File: src/gn_num_pkg.sv
// numeric widths of the datapath and the lane map of the product array.
// ACC_W covers full-scale 16-bit products over at most 256 samples per frame.
package gn_num_pkg;

	// ****************************************
	// operand, product and sum widths
	// ****************************************
	localparam int DATA_W = 16; // signed jacobian and residual inputs.
	localparam int PROD_W = 2 * DATA_W; // full product without rounding.
	localparam int ACC_W = 40; // 32-bit products plus 8 bits of growth.

	// ****************************************
	// product lanes
	// ****************************************
	localparam int N_LANES = 9;

	// upper triangle of JtJ first, then Jtr
	typedef enum logic [3:0] {
		ln_j00, // j0*j0.
		ln_j01, // j0*j1.
		ln_j02, // j0*j2.
		ln_j11, // j1*j1.
		ln_j12, // j1*j2.
		ln_j22, // j2*j2.
		ln_r0, // j0*r.
		ln_r1, // j1*r.
		ln_r2 // j2*r.
	} lane_e;

endpackage

File: src/prod_ifc.sv
// lane products from the multiplier to the accumulator with no handshake.
// first and last are only meaningful while prod_valid is high.
interface prod_ifc
	import gn_num_pkg::*;
();

	logic signed [PROD_W-1:0] prod [N_LANES]; // one product per lane_e entry.
	logic                     prod_valid; // lane set counts this cycle.
	logic                     prod_first; // first sample of a frame.
	logic                     prod_last; // last sample of a frame.

	// ****************************************
	// views
	// ****************************************
	modport src (
		output prod,
		output prod_valid,
		output prod_first,
		output prod_last
	);

	modport dst (
		input prod,
		input prod_valid,
		input prod_first,
		input prod_last
	);

endinterface

File: src/lane_accum.sv
// nine running sums; the first sample of a frame loads, later samples add.
// result_lanes is updated only on the last sample and holds until the next frame ends.
module lane_accum
	import gn_num_pkg::*;
(
	input  logic                    clk,
	input  logic                    rst,
	prod_ifc.dst                    p,
	output logic                    result_valid,
	output logic signed [ACC_W-1:0] result_lanes [N_LANES]
);

	logic signed [ACC_W-1:0] acc [N_LANES];
	logic signed [ACC_W-1:0] acc_nxt [N_LANES];
	logic                    frame_done;

	// ****************************************
	// next sums
	// ****************************************
	// a first-tagged set restarts the lane, so no clear cycle between frames
	always_comb begin
		for (int i = int'(ln_j00); i <= int'(ln_r2); i++) begin
			if (p.prod_first) begin
				acc_nxt[i] = ACC_W'(p.prod[i]); // sign-extended load.
			end else begin
				acc_nxt[i] = acc[i] + ACC_W'(p.prod[i]);
			end
		end
	end

	assign frame_done = p.prod_valid & p.prod_last;

	// ****************************************
	// accumulators
	// ****************************************
	always_ff @(posedge clk) begin
		if (p.prod_valid) begin
			acc <= acc_nxt; // bubbles leave sums alone.
		end
	end

	// ****************************************
	// published results
	// ****************************************
	always_ff @(posedge clk) begin
		if (rst) begin
			result_valid <= 1'b0;
		end else begin
			result_valid <= frame_done; // one-cycle pulse.
		end
	end

	always_ff @(posedge clk) begin
		if (rst) begin
			for (int i = 0; i < N_LANES; i++) begin
				result_lanes[i] <= '0;
			end
		end else if (frame_done) begin
			result_lanes <= acc_nxt; // includes the last sample.
		end
	end

endmodule

File: src/flat_wrapper.sv
// flat-port wrapper written by rule: the top's interface ports become plain ports
module lane_accum_flat import gn_num_pkg::*;
  (clk, rst, result_valid, result_lanes, p_prod, p_prod_valid, p_prod_first, p_prod_last);
  prod_ifc p_i ();
  input  logic clk;
  input  logic rst;
  output logic result_valid;
  output logic signed [ACC_W-1:0] result_lanes[N_LANES];
  input wire logic [$bits(p_i.prod)-1:0] p_prod;
  input wire logic [$bits(p_i.prod_valid)-1:0] p_prod_valid;
  input wire logic [$bits(p_i.prod_first)-1:0] p_prod_first;
  input wire logic [$bits(p_i.prod_last)-1:0] p_prod_last;
  assign p_i.prod = {>>{p_prod}};
  assign p_i.prod_valid = p_prod_valid;
  assign p_i.prod_first = p_prod_first;
  assign p_i.prod_last = p_prod_last;
  lane_accum u_core (.clk(clk), .rst(rst), .p(p_i), .result_valid(result_valid), .result_lanes(result_lanes));
endmodule
File: config.mk
export PLATFORM = sky130hd
export DESIGN_NAME = lane_accum_flat
export DESIGN_NICKNAME = d
export VERILOG_FILES = /design/src/gn_num_pkg.sv /design/src/prod_ifc.sv /design/src/lane_accum.sv /design/src/flat_wrapper.sv
export SDC_FILE = /design/constraint.sdc
export NUM_CORES = 2
export LEC_CHECK = 0
export BUFFER_PORTS_ARGS = -buffer_cell sky130_fd_sc_hd__buf_2
export CAP_MARGIN = 0
export CORE_UTILIZATION = 35
export CTS_CLUSTER_DIAMETER = 60
export DETAILED_ROUTE_END_ITERATION = 10
export HOLD_SLACK_MARGIN = 0.02
export PLACE_DENSITY = 0.55
export RECOVER_POWER = 25
export SYNTH_ARGS = -nofsm -noshare
export SYNTH_HDL_FRONTEND = slang
export SYNTH_SLANG_ARGS = --single-unit
File: constraint.sdc
create_clock -name clk -period 9.23 [get_ports clk]
set_input_delay 0 -clock clk [delete_from_list [all_inputs] [get_ports clk]]
set_output_delay 0 -clock clk [all_outputs]
set_load 0.1 [all_outputs]
# After elaboration in Yosys (flattened, before gate mapping)

Index checks and enable logic that the tools add are counted.

Bits in registers: 721
Latch bits: 0
Bits in writable memories: 0
Memory bits (read-only): 0
Bits of input ports: 293
Output and inout bits: 361
Word-level logic and storage cells: 38
Memories: 0

Add/sub/neg operators: 9
Multiply operators: 0
Div/mod/pow operators: 0
Order comparisons: 0
Eq/ne operators: 0
Shifts and indexed selects: 0
Mux-type cells: 9
Bitwise gates (word level): 1
Reduce and logical (&&, ||, !) cells: 0

Operator list:

| cell           | number |
|---|---|
| $add 40x32->40 | 9 |
| $mux 40        | 9 |
| $and 1x1->1    | 1 |

# Longest topological paths before layout

Depth after elaboration: 2
Depth in mapped cells: 13

# Worst setup path after synthesis

No wires, ideal clock.

Path type: register to register
Start: register u_core.acc[320] (netlist name)
End: register u_core.result_lanes[356] (netlist name)
Arrival: 3.098 ns
Data required time: 9.130 ns
Setup slack: 6.032 ns
Cell stages (with the launch flop): 14
Path buffers: 0
Period minus slack after synthesis: 3.198 ns
Cell sequence: edfxtp_1 -> ha_1 -> inv_1 -> fa_1 -> and2b_1 -> o21ai_1 -> a21o_1 -> a211o_1 -> a211oi_2 -> nor2_2 -> o31ai_4 -> a31oi_2 -> mux2_4 -> a2111oi_4

Word-level cells in the longest chain between the ends: 2

Ends and longest elaborated chain:

| element                  | line             | source |
|---|---|---|
| start: declaration       | lane_accum.sv:13 | `logic signed [ACC_W-1:0] acc [N_LANES];` |
| start signal: assignment | lane_accum.sv:38 | `acc <= acc_nxt;` |
| $add 40x32->40           | lane_accum.sv:26 | `acc_nxt[i] = acc[i] + ACC_W'(p.prod[i]);` |
| $mux 40                  | lane_accum.sv:23 | `if (p.prod_first) begin` |
| end signal: assignment   | lane_accum.sv:59 | `result_lanes <= acc_nxt;` |
| end: declaration         | lane_accum.sv:10 | `output logic signed [ACC_W-1:0] result_lanes [N_LANES]` |

No other way between the ends.
A chain may end at the register's enable or synchronous reset.

# Final worst setup path

Start: input port p_prod_valid
End: register u_core.result_lanes[177] (netlist name)

Word-level cells in the longest chain between the ends: 1

Ends and longest elaborated chain:

| element            | line               | source |
|---|---|---|
| start: declaration | flat_wrapper.sv:10 | `input wire logic [$bits(p_i.prod_valid)-1:0] p_prod_valid;` |
| $and 1x1->1        | lane_accum.sv:31   | `assign frame_done = p.prod_valid & p.prod_last;` |

No other way between the ends.

==> run_results.csv <==
group,metric,value,unit
drt,ant_nets,0,
setup_path,cp_max_fo,86,
final_layout,synthToLayoutAreaGrowth,24.67,%
synth,synthMuxAreaShare,0.01183,
global_route,grt_pass1_wl,227300,µm
setup_path,cp-start-kind,"input pin",
final_layout,fillCellCount,12790,
die,start_util,0.3547,
hold_path,min_path_type,"input pin to register",
sta,drv_slew,82,
sta,hold_viol,0,
clocking,cts_hold_buffers,326,
synth,synthAdderAreaFrac,0.1006,
drt,num_vias,41790,
clocking,h-tree-depth,3,
clocking,post_cts_resized,0,
status,status,"complete, but fails checks",
synth,postSynthNetCount,5896,
synth,synth_top_family_by_area,"compound AO/OA/AOI/OAI gates",
synth,synth_compound_area_frac,0.2352,
final_layout,finalNetCount,6734,
die,die-area,0.1314,mm²
clocking,max-clock-path-buffers,3,
setup_path,cp.required,9.89,ns
sta,skew,0.02009,ns
power_and_ir_drop,leakagePower,24.17,nW
power_and_ir_drop,ir_drop,0.2031,mV
drt,routed_via_density,5.288,
global_route,grt_usage,0.2154,
sta,final.setup.worst_slack,4.579,ns
die,fp-row-count,131,
drt,finalWirelength,146800,µm
sta,setup_viol_count_final,0,
die,ios,654,
die,die_w,362.4,µm
place,gp_congestion,0.8967,
synth,synth.avg_cell_area,8.672,µm²
setup_path,cp.arrival,5.32,ns
global_route,grt_pass1_vias,40740,
clocking,cts_tree,"yes",
synth,synthCells,5243,
synth,synth-seq-area-share,0.3967,
sta,setup_tns,0,ns
sta,rsz0062_at_grt,"false",
drt,dr.pass1.iters,5,
synth,synth-seq-cells,721,
sta,period_minus_slack,4.651,ns
synth,async_flop_share,0,
global_route,grt_antenna_before_repair,7,
global_route,grt_max_degree,208,
synth,synthXorXnorAreaFrac,0.05220,
final_layout,final_core_util,0.4422,
final_layout,drive_gt1_frac,0.1365,
setup_path,end_kind,"register",
clocking,post-cts-setup-buffers,0,
final_layout,final_common_cell,"nand2_1",
place,dp_slack,5.487,ns
clocking,clk_latency,0.73,ns
sta,tightest_slew,3.800,ns
place,hpwl,102700,µm
job,drv_cap,2,
clocking,cts-buffers-inserted,100,
sta,min_period_over_period,0.5039,
synth,yosysWarnings,0,
clocking,clk_pin_slew,0.06,ns
global_route,gr-total-overflow,0,
place,portBuffers,653,
synth,syn_area,0.04547,mm²
setup_path,path_class,"input pin to register",
power_and_ir_drop,power_density,212.7,mW/mm²
clocking,cts-root-buf,"clkbuf_16",
synth,synthDistinctLibCells,89,
synth,synth_edf_count,360,
drt,drtIter0Drc,2646,
clocking,clock_sinks,721,
drt,route.detailed.drc,0,
synth,yosys.area_share.simple,0.1713,
sta,slew_headroom,-1.533,
synth,synth_ff_type,"dfxtp_1",
status,violations,"capacitance limit, slew limit",
die,die_h,362.4,µm
final_layout,layout_common_cells,"nand2_1, o21ai_0, buf_2, nor2_1, a21oi_1",
die,coreArea,0.1282,mm²
drt,wl_per_cell,18.57,µm
sta,fmax,215.0,MHz
## cells in the mapped netlist (all sizes together) (42+ instances only)
cell / count / area share
a31oi: 82 / 0.011
edfxtp: 360 / 0.24
dfxtp: 361 / 0.16
nor2: 444 / 0.037
o21ba: 58 / 0.013
xnor2: 163 / 0.031
ha: 351 / 0.097
and3: 46 / 0.0063
o21ai: 567 / 0.062
nor3: 151 / 0.017
a21o: 173 / 0.029
inv: 124 / 0.010
nand2: 734 / 0.061
o21bai: 78 / 0.013
nand2b: 51 / 0.0070
a211oi: 42 / 0.0074
xor2: 108 / 0.021
clkbuf: 232 / 0.019
nand3: 90 / 0.0099
a21oi: 428 / 0.047
nor2b: 51 / 0.0070
nand4: 55 / 0.0076
## through the flow
stage / area, µm² / hold slack (ns) / instances / total power, mW
3_3_place_gp: 50160 / 0.3126 / 7382 / 7.961
3_5_place_dp: 50160 / 0.3156 / 7382 / 7.985
4_1_cts: 56830 / 0.05647 / 7898 / 12.16
6_report: 56680 / 0.1132 / 7904 / 12.05
5_1_grt: 56680 / 0.08206 / 7902 / 12.71
2_1_floorplan: 45470 / 0.1125 / 5243 / 7.070
## cell families (layout without fill, tap and decap cells)
kind of cell,Yosys count,after routing
xor+xnor,271,271
mux,51,51
flops,721,721
compound gates,1704,1704
simple gates,1747,1747
buf+inv,389,1315
other cells,0,6
fa+ha+maj,360,360
## critical path, stage by stage
cell and delay, ns:
dlygate4sd3_1 0.52, clkbuf_1 1.33, buf_4 0.78, and2_4 0.71
buf_4 0.82, o21ai_0 0.16, a31oi_1 0.19, dlygate4sd3_1 0.57
## state kept, by name, summed over array words and instances (netlist names)
name,count
u_core.result_lanes,360
u_core.acc,360
u_core.result_valid,1
## final cells by class
type | count | area [µm²] | area share
Multi-Input combinational cell | 4133 | 25980 | 0.4584
Sequential cell | 721 | 18040 | 0.3182
Timing Repair Buffer | 1001 | 6605 | 0.1165
Clock buffer | 129 | 2798 | 0.04936
Tap cell | 1729 | 2163 | 0.03816
Clock inverter | 61 | 609.3 | 0.01075
Inverter | 124 | 473.0 | 0.008344
Antenna cell | 6 | 15.01 | 0.0002649
## power by group
group / internal, mW / total [mW] / switching [mW]
Combinational: 1.39 / 4.17 / 2.78
Sequential: 3.78 / 3.92 / 0.138
Clock: 2.32 / 3.96 / 1.64
## per-layer routing
metal | up-vias | share of wire | track usage | routed length [µm]
met5 | - | 0.00027 | 0 | 39
met4 | 6 | 0.031 | 0.07090 | 4547
met3 | 235 | 0.058 | 0.05079 | 8585
met2 | 961 | 0.47 | 0.3585 | 68360
met1 | 19820 | 0.44 | 0.2726 | 65230
li1 | 20780 | - | - | -
## path summary, 6_finish.rpt
path	start	to	slack [ns]	cells after the start
worst max-delay path	p_prod_valid	u_core.result_lanes[177]	4.58	8
worst min register to register	u_core.result_lanes[300]	u_core.result_lanes[300]	0.45	2
worst max register to register	u_core.acc[280]	u_core.acc[302]	5.23	14
worst min-delay path	p_prod_last	u_core.result_lanes[336]	0.11	4
(Power assumes the default switching activity.)
