==> config.mk <==
export PLATFORM = sky130hd
export DESIGN_NAME = frame_seq
export DESIGN_NICKNAME = d
export VERILOG_FILES = /design/src/gn_num_pkg.sv /design/src/gn_ctrl_pkg.sv /design/src/frame_seq.sv
export SDC_FILE = /design/constraint.sdc
export NUM_CORES = 1
export LEC_CHECK = 0
export ABC_AREA = 1
export BUFFER_PORTS_ARGS = -buffer_cell sky130_fd_sc_hd__buf_2
export CORE_AREA = 4 4 137 139
export CTS_CLUSTER_DIAMETER = 150
export DETAILED_ROUTE_END_ITERATION = 12
export DIE_AREA = 0 0 141 143
export GPL_TIMING_DRIVEN = 0
export PLACE_DENSITY = 0.54
export SETUP_SLACK_MARGIN = 0.02
export SLEW_MARGIN = 10
export SYNTH_ARGS = -nofsm -noshare
export SYNTH_HDL_FRONTEND = slang
export SYNTH_SLANG_ARGS = --single-unit
==> constraint.sdc <==
create_clock -name clk -period 1.3 [get_ports clk]
set_input_delay 0.26 -clock clk [delete_from_list [all_inputs] [get_ports clk]]
set_output_delay 0.26 -clock clk [all_outputs]
set_load 0.005 [all_outputs]
==> src/gn_num_pkg.sv <==
// numeric widths of the datapath and the lane map of the product array.
// ACC_W covers full-scale 16-bit products over at most 256 samples per frame.
package gn_num_pkg;

	// ****************************************
	// operand, product and sum widths
	// ****************************************
	localparam int DATA_W = 16; // signed jacobian and residual inputs.
	localparam int PROD_W = 2 * DATA_W; // full product without rounding.
	localparam int ACC_W = 40; // 32-bit products plus 8 bits of growth.

	// ****************************************
	// product lanes
	// ****************************************
	localparam int N_LANES = 9;

	// upper triangle of JtJ first, then Jtr
	typedef enum logic [3:0] {
		ln_j00, // j0*j0.
		ln_j01, // j0*j1.
		ln_j02, // j0*j2.
		ln_j11, // j1*j1.
		ln_j12, // j1*j2.
		ln_j22, // j2*j2.
		ln_r0, // j0*r.
		ln_r1, // j1*r.
		ln_r2 // j2*r.
	} lane_e;

endpackage

==> src/gn_ctrl_pkg.sv <==
// frame control constants for the sequencer.
// FRAME_LEN must stay between 1 and 256 to fit CNT_W and the accumulator headroom.
package gn_ctrl_pkg;

	// ****************************************
	// frame geometry
	// ****************************************
	localparam int FRAME_LEN = 16; // samples per frame.
	localparam int CNT_W = 8; // sample counter width.

	// ****************************************
	// sequencer states
	// ****************************************
	typedef enum logic {
		st_idle, // no frame open.
		st_frame // frame partly filled.
	} seq_state_e;

endpackage

==> src/frame_seq.sv <==
// takes one jacobian row and residual per sample_valid strobe with FRAME_LEN per frame.
// there is no back-pressure; low strobes are bubbles and leave the count untouched.
module frame_seq
	import gn_num_pkg::*;
	import gn_ctrl_pkg::*;
(
	input  logic                     clk,
	input  logic                     rst,
	input  logic                     sample_valid,
	input  logic signed [DATA_W-1:0] j0,
	input  logic signed [DATA_W-1:0] j1,
	input  logic signed [DATA_W-1:0] j2,
	input  logic signed [DATA_W-1:0] r,
	output logic signed [DATA_W-1:0] op_a [N_LANES],
	output logic signed [DATA_W-1:0] op_b [N_LANES],
	output logic                     op_valid,
	output logic                     op_first,
	output logic                     op_last,
	output logic                     frame_open
);

	seq_state_e               state;
	seq_state_e               state_nxt;
	logic [CNT_W-1:0]         cnt; // samples taken in the open frame.
	logic [CNT_W-1:0]         cnt_nxt;
	logic                     is_first;
	logic                     is_last;
	logic signed [DATA_W-1:0] pair_a [N_LANES];
	logic signed [DATA_W-1:0] pair_b [N_LANES];

	// ****************************************
	// frame tracking
	// ****************************************
	assign is_first = (state == st_idle); // count is zero here.
	assign is_last = (cnt == CNT_W'(FRAME_LEN - 1));

	always_comb begin
		state_nxt = state;
		cnt_nxt = cnt;
		case (state)
			st_idle: begin
				if (sample_valid && !is_last) begin
					state_nxt = st_frame; // single-sample frames stay idle.
					cnt_nxt = cnt + 1'b1;
				end
			end
			st_frame: begin
				if (sample_valid) begin
					if (is_last) begin
						state_nxt = st_idle;
						cnt_nxt = '0;
					end else begin
						cnt_nxt = cnt + 1'b1;
					end
				end
			end
			default: begin
				state_nxt = st_idle;
				cnt_nxt = '0;
			end
		endcase
	end

	assign frame_open = (state == st_frame);

	// ****************************************
	// operand pairing in lane order
	// ****************************************
	always_comb begin
		pair_a[ln_j00] = j0;
		pair_b[ln_j00] = j0;
		pair_a[ln_j01] = j0;
		pair_b[ln_j01] = j1;
		pair_a[ln_j02] = j0;
		pair_b[ln_j02] = j2;
		pair_a[ln_j11] = j1;
		pair_b[ln_j11] = j1;
		pair_a[ln_j12] = j1;
		pair_b[ln_j12] = j2;
		pair_a[ln_j22] = j2;
		pair_b[ln_j22] = j2;
		pair_a[ln_r0] = j0; // residual lanes.
		pair_b[ln_r0] = r;
		pair_a[ln_r1] = j1;
		pair_b[ln_r1] = r;
		pair_a[ln_r2] = j2;
		pair_b[ln_r2] = r;
	end

	// ****************************************
	// registers
	// ****************************************
	always_ff @(posedge clk) begin
		if (rst) begin
			state <= st_idle;
			cnt <= '0;
			op_valid <= 1'b0;
			op_first <= 1'b0;
			op_last <= 1'b0;
		end else begin
			state <= state_nxt;
			cnt <= cnt_nxt;
			op_valid <= sample_valid;
			op_first <= sample_valid & is_first;
			op_last <= sample_valid & is_last;
		end
	end

	always_ff @(posedge clk) begin
		if (sample_valid) begin
			op_a <= pair_a;
			op_b <= pair_b;
		end
	end

endmodule

**After elaboration in Yosys (flattened, before gate mapping)**

Cells that the tools add are included.

- Register bits after elaboration: 76
- Input bits: 67
- Output and inout port bits: 292
- Word-level logic and storage cells: 27

- Add/sub/neg operators: 1
- Equal/unequal tests: 3
- Multiplexer cells: 8
- Bitwise logic cells: 3
- Reductions and logical operators: 3

Operator list:

| kind | number |
|---|---|
| $mux 8 | 3 |
| $pmux 8 s2 | 1 |
| $add 8x1->8 const B | 1 |
| $eq 8x4->1 const B | 1 |
| $mux 1 | 3 |
| $and 1x1->1 | 2 |
| $ne 2x1->1 const B | 1 |
| $ne 2x2->1 const B | 1 |
| $pmux 1 s2 | 1 |
| $reduce_and 2->1 | 1 |
| $logic_and 1x1->1 | 1 |
| $logic_not 1->1 | 1 |
| $not 1->1 | 1 |

**Longest topological paths before layout**

Gate-level depths: netlist (run 1).

- Word-level depth: 5
- Mapped depth: 8
- Mapped depth without buffers: 8

**Worst setup path before layout (run 1)**

No wires, ideal clock.

- Kind: reg2reg
- Start point: register cnt[0]
- End point: register cnt[5]
- Library setup time: 71 ps
- Arrival time: 1116 ps
- Required time: 1229 ps
- Setup slack: 114 ps
- Cell stages (with the launch flop): 7
- Path buffers: 0
- Clock period less this slack: 1186 ps
- Cells stage by stage: dfxtp_1 -> ha_1 -> nand3_1 -> nor2_1 -> nor2_2 -> nand2_1 -> a21oi_1

- Cells in the longest elaborated chain, start to end: 5
- Elaborated cells between the ends (all ways): 10
- Classes of those cells: add/sub (1); eq/ne (2); mux (4); reduce/logical (3)

Ends and longest elaborated chain:

| element | RTL line | RTL |
|---|---|---|
| start, declared | frame_seq.sv:24 | `logic [CNT_W-1:0] cnt;` |
| start signal, assigned | frame_seq.sv:102 | `cnt <= cnt_nxt;` |
| parallel branches: the longest is 5 deep, another holds $add 8x1->8 | n/a |  |

Parallel ways; which one is timed is not known. The select of a mux whose other input is x is not followed.
A chain may end at the register's enable or synchronous reset.

==> out/metrics.csv, run 1 <==
metric;value;unit
P_leak;4.177;nW
failing checks;setup timing;
detailed-route wire length per cell;15.73;microns
clk sinks;76;
H-tree Lvls;3;
DR pass1 iterations;4;
status;finished with violations;
syn nets;441;
CP Launch Type;flop;
Antenna Nets Post-Route;0;
core area;17660;sq um
HPWL after DPL;10700;microns
worst vdd ir;588.8;uV
initial antenna violation count;0;
reg2reg start;cnt[0];
CP endpoint kind;output pin;
Netlist cell types;20;
Skew-Pair Late Insertion Delay;340;ps
critical path fanouts, max;5;
die area;20160;sq um
RSZ-0062 raised after global routing;yes;
clock skew;3.900;ps
initial DRC count;59;
Setup WS pre-CTS;-221.4;ps
fin util;49.03;%
r2r setup slk;60;ps
Finished Layout Cells;979;
sequential share of the synthesized area;51.54;%
CTS tree;done;
Initial Util;23.76;%
Cell Area, Placed;6296;sq um
Clk pin slew, worst setup/hold paths;60;ps
Gate Count Post-Synth;373;
row count;49;
global-route wire length before repair;20030;microns
CP Class;flop to output pin;
Syn Area/Cell;11.25;sq um
Setup WS post-layout;-117.4;ps
Seq cells post-synth;76;
DR vias/cell;3.670;
Hold Buf Count CTS;0;
total wire length;15400;microns
diode count;0;
Top Ports;359;
# port buffers;358;
Max clock buf depth;2;
Peak Freq;705.5;MHz
Hold Crit Depth;1;
vias after detailed routing;3593;
Worst Hold End;op_b[130];
Nets;813;
final setup TNS;-12850;ps
overall power;8.472;mW
Worst Hold Class;input pin to flop;
vias in the first global route;3422;
placed insts;961;
Num CTS Buffers;9;
final RePlAce weighted congestion;0.7695;
total gr overflow;0;
hold violation total from the final report;0;
largest net degree at the start of global routing;40;
final instance area;8657;sq um
hold path startpoint;j0[2];
final setup violation count;212;
CTS root buf;clkbuf_16;
Die W;141;microns
DIE HEIGHT;143;microns
Final Critical Period;1417;ps
critical path arrival;1160;ps
max-cap viol count;0;
largest cells by area after synthesis;edfxtp_1, buf_4, dfxtp_1;
area fraction of the dominant cell type after synthesis;45.81;%
post-synthesis cell area;4195;sq um
worst-case reg-to-reg path depth;8;
relative slew slack;66.20;%
Max Transition Viols Final;0;
worst endpoint required time;1040;ps
Final period util;109.0;%
PD cells;978.6;nW/um^2
synth-to-layout area growth;106.4;%
leading area contributor after synthesis;edfxtp_1;
Least-Margin Pin Slew;507.0;ps
# DRC;0;
GRT Total Usage;13.10;%
Fin Hold WS;93.27;ps
share of layout cells above drive strength 1;82.67;%
yosys warns;0;
r2r endpoint;cnt[1];
## synth_stat cells
| master | instances |
|---|---|
| inv_1 | 7 |
| edfxtp_1 | 64 |
| nand2_1 | 22 |
| clkbuf_1 | 1 |
| nor3_1 | 2 |
| nand3b_1 | 1 |
| o21ai_0 | 2 |
| a21oi_1 | 7 |
| xnor2_1 | 1 |
| dfxtp_1 | 12 |
| ha_1 | 1 |
| o21ai_2 | 1 |
| xor2_1 | 2 |
| nor2_2 | 2 |
| o21ai_1 | 1 |
| nor2_1 | 12 |
| nand2_4 | 1 |
| nand3_1 | 9 |
| buf_4 | 224 |
| nand3_2 | 1 |
## logic make-up (layout without fill, tap and decap cells)
logic type               after synthesis  after routing  share of synthesized area [%]
AO/OA/AOI/OAI                         11             11                          1.402
buffers and inverters                232            609                          40.80
XOR/XNOR                               3              3                         0.6264
AND/OR/NAND/NOR                       50             50                          5.338
adder cells (fa/ha/maj)                1              1                         0.2982
flip-flops                            76             76                          51.54
## area by class of cell
type / instances / area (sq um)
sequential: 76 / 2171
tap: 229 / 286.5
clock inverter: 4 / 26.28
fill: 1539 / 9000
multi-input combinational: 65 / 379.1
inverter: 7 / 26.28
clock buffer: 12 / 289.0
buffer: 225 / 2248
timing repair buffer: 361 / 3231
## flip-flops by register name, summed over array words and instances, names as in the netlist, named ones only
| register | flops |
|---|---|
| cnt | 8 |
| op_b | 64 |
| op_first | 1 |
| op_valid | 1 |
| op_last | 1 |
## layout by cell type, fill, tap and decap left out
master	netlist	routed
a21oi_1	7	5
a21oi_2	0	2
buf_12	0	1
buf_2	0	133
buf_4	224	77
buf_6	0	374
clkbuf_1	1	1
clkbuf_16	0	11
clkbuf_8	0	1
clkinv_2	0	2
clkinvlp_4	0	1
dfxtp_1	12	9
dfxtp_2	0	1
dfxtp_4	0	2
edfxtp_1	64	64
ha_4	0	1
inv_1	7	7
inv_6	0	1
nand2_1	22	20
nand2_2	0	2
nand2_4	1	1
nand3_1	9	4
nand3_2	1	6
nand3b_1	1	1
nor2_1	12	11
nor2_2	2	2
nor2_4	0	1
nor3_1	2	2
o21ai_0	2	2
o21ai_1	1	1
o21ai_2	1	1
xnor2_1	1	1
xor2_1	2	2
## where the power goes
group / internal (mW) / leakage [nW] / switching [mW] / total [mW]
Combinational: 1.97 / 3.30 / 0.761 / 2.73
Sequential: 2.85 / 0.726 / 0.301 / 3.15
Clock: 1.58 / 0.155 / 1.01 / 2.59
Total: 6.40 / 4.18 / 2.08 / 8.47
## worst max path at each step
stage | start | endpoint | slack [ps] | cells after the start
2_1_floorplan | cnt[0] | cnt[5] | 110 | 6
3_3_place_gp | sample_valid | cnt[6] | -1230 | 5
3_5_place_dp | sample_valid | cnt[4] | -220 | 5
4_1_cts | op_b[6] | op_b[38] | -130 | 2
5_1_grt | op_b[128] | op_b[128] | -170 | 2
6_report | op_b[132] | op_a[132] | -120 | 2
## per-layer routing
metal / GRT usage, % / share of wire, % / up-vias
li1: - / - / 1733
met1: 13.40 / 34 / 1689
met2: 25.35 / 59 / 151
met3: 3.985 / 5.5 / 20
met4: 4.233 / 1.6 / 0
met5: 0 / 0 / -
## critical path: stages (launching register included)
cell and delay, ps:
edfxtp_1 520, buf_4 200, buf_6 110
## timing repair
action	4_1_cts	5_1_grt
setup endpoints to repair	238	256
buffers inserted	0	2
pin swaps	1	5
cloned	0	0
gates resized for setup	234	159
(Power assumes the default switching activity.)
==> inputs of run 2 (changes only) <==
--- a/config.mk
+++ b/config.mk
@@ -7,12 +7,12 @@
 export LEC_CHECK = 0
 export ABC_AREA = 1
 export BUFFER_PORTS_ARGS = -buffer_cell sky130_fd_sc_hd__buf_2
-export CORE_AREA = 4 4 137 139
+export CORE_AREA = 2 2 139 141
 export CTS_CLUSTER_DIAMETER = 150
 export DETAILED_ROUTE_END_ITERATION = 12
 export DIE_AREA = 0 0 141 143
 export GPL_TIMING_DRIVEN = 0
-export PLACE_DENSITY = 0.54
+export PLACE_DENSITY = 0.51
 export SETUP_SLACK_MARGIN = 0.02
 export SLEW_MARGIN = 10
 export SYNTH_ARGS = -nofsm -noshare
==> out/metrics.csv, run 2 (synthesized netlist as in run 1, its figures left out) <==
metric;value;unit
Worst Hold Class;input pin to flop;
synth-to-layout area growth;102.2;%
Max Transition Viols Final;0;
Initial Util;22.58;%
relative slew slack;66.43;%
internal power;6.232;mW
Antenna Nets Post-Route;0;
Switching Fraction;23.95;%
clock share of power;29.6;%
GRT Total Usage;12.50;%
Seq pwr share;38.0;%
detailed-route wire length per cell;13.93;microns
DR pass1 iterations;4;
Die W;141;microns
initial antenna violation count;0;
CP Launch Type;flop;
vias in the first global route;3217;
DR vias/cell;3.588;
Cell Area, Placed;6302;sq um
RSZ-0062 raised after global routing;yes;
Max clock buf depth;2;
diode count;0;
clock skew;3.725;ps
placed insts;966;
DIE HEIGHT;143;microns
commonest cells after routing, fill and taps aside;buf_6, buf_2, buf_4, edfxtp_1, nand2_1;
H-tree Lvls;3;
largest net degree at the start of global routing;42;
total gr overflow;0;
Final Critical Period;1402;ps
initial DRC count;49;
Peak Freq;713.1;MHz
Most flops, register;op_b;
vias after detailed routing;3531;
max-cap viol count;0;
final setup violation count;197;
CTS root buf;clkbuf_16;
Nets;814;
Largest regs;op_b: 64 flops, cnt: 8 flops;
Final period util;107.9;%
die area;20160;sq um
Largest register FFs;64;
global-route wire length before repair;18960;microns
share of layout cells above drive strength 1;82.27;%
Clk pin slew, worst setup/hold paths;60;ps
Top Ports;359;
final setup TNS;-10450;ps
Setup WS post-layout;-102.4;ps
total wire length;13710;microns
Num CTS Buffers;9;
commonest non-fill, non-tap cell in the layout;buf_6;
fin util;45.66;%
worst vdd ir;801.0;uV
CP endpoint kind;output pin;
status;finished with violations;
HPWL after DPL;10070;microns
Psw;1.962;mW
critical path fanouts, max;5;
final instance area;8483;sq um
final RePlAce weighted congestion;0.7301;
CTS tree;done;
hold violation total from the final report;0;
Skew-Pair Late Insertion Delay;340;ps
P_leak;4.115;nW
Finished Layout Cells;984;
failing checks;setup timing;
CP Class;flop to output pin;
# DRC;0;
PD cells;965.9;nW/um^2
Fin Hold WS;93.99;ps
critical path arrival;1140;ps
Least-Margin Pin Slew;503.6;ps
# port buffers;358;
Comb pwr share;32.3;%
row count;50;
worst endpoint required time;1040;ps
core area;18580;sq um
clk sinks;76;
==> run 2: timing repair <==
action,in CTS,in global routing
setup endpoints to repair,244,254
pin swaps,1,7
setup buffers,0,3
gates cloned,0,0
hold buffers,0,0
resized for setup,237,112
==> run 2: final timing paths <==
path | startpoint | endpoint | slack (ps) | depth (start not counted)
max reg2reg | cnt[0] | cnt[1] | 70 | 8
min reg2reg | cnt[7] | cnt[7] | 510 | 2
max | op_b[62] | op_b[62] | -100 | 2
min | j1[14] | op_b[94] | 90 | 1
==> run 2: power groups by stage <==
stage	logic, mW	registers (mW)	clock network, mW
after floorplan	0.854	3.08	0
after global placement	1.71	3.12	0
after detailed placement	1.72	3.13	0
after CTS	2.48	3.08	2.54
after global routing	2.80	3.15	2.65
final	2.65	3.12	2.43
==> run 2: worst max-delay path: stages (launching register included) <==
cell,delay [ps]
edfxtp_1,510
buf_4,190
buf_6,100
==> run 2: layer usage <==
metal  track usage (%)  wire [microns]  part of all wire (%)  vias up
met2             24.47            8113                    59      134
met4             3.632             153                   1.1        0
met3             3.521             740                   5.4       10
li1                  -               -                     -     1729
met5                 0               0                     0        -
met1             12.93            4701                    34     1658
==> run 2: cell type report <==
cell class,instances,area (sq um)
flip-flops and latches,76,2170
repair buffers,362,3248
well taps,234,292.8
fillers,1687,10100
clock inverters,5,53.80
plain buffers,225,2087
clock buffers,10,229.0
inverters,7,26.28
multi-input cells,65,376.6
==> run 2: through the flow <==
stage	setup slack [ps]	power [mW]
final	-102.4	8.194
after global routing	-152.1	8.596
after floorplan	113.8	3.929
after detailed placement	-171.8	4.848
after global placement	-1230	4.833
after CTS	-160.4	8.099
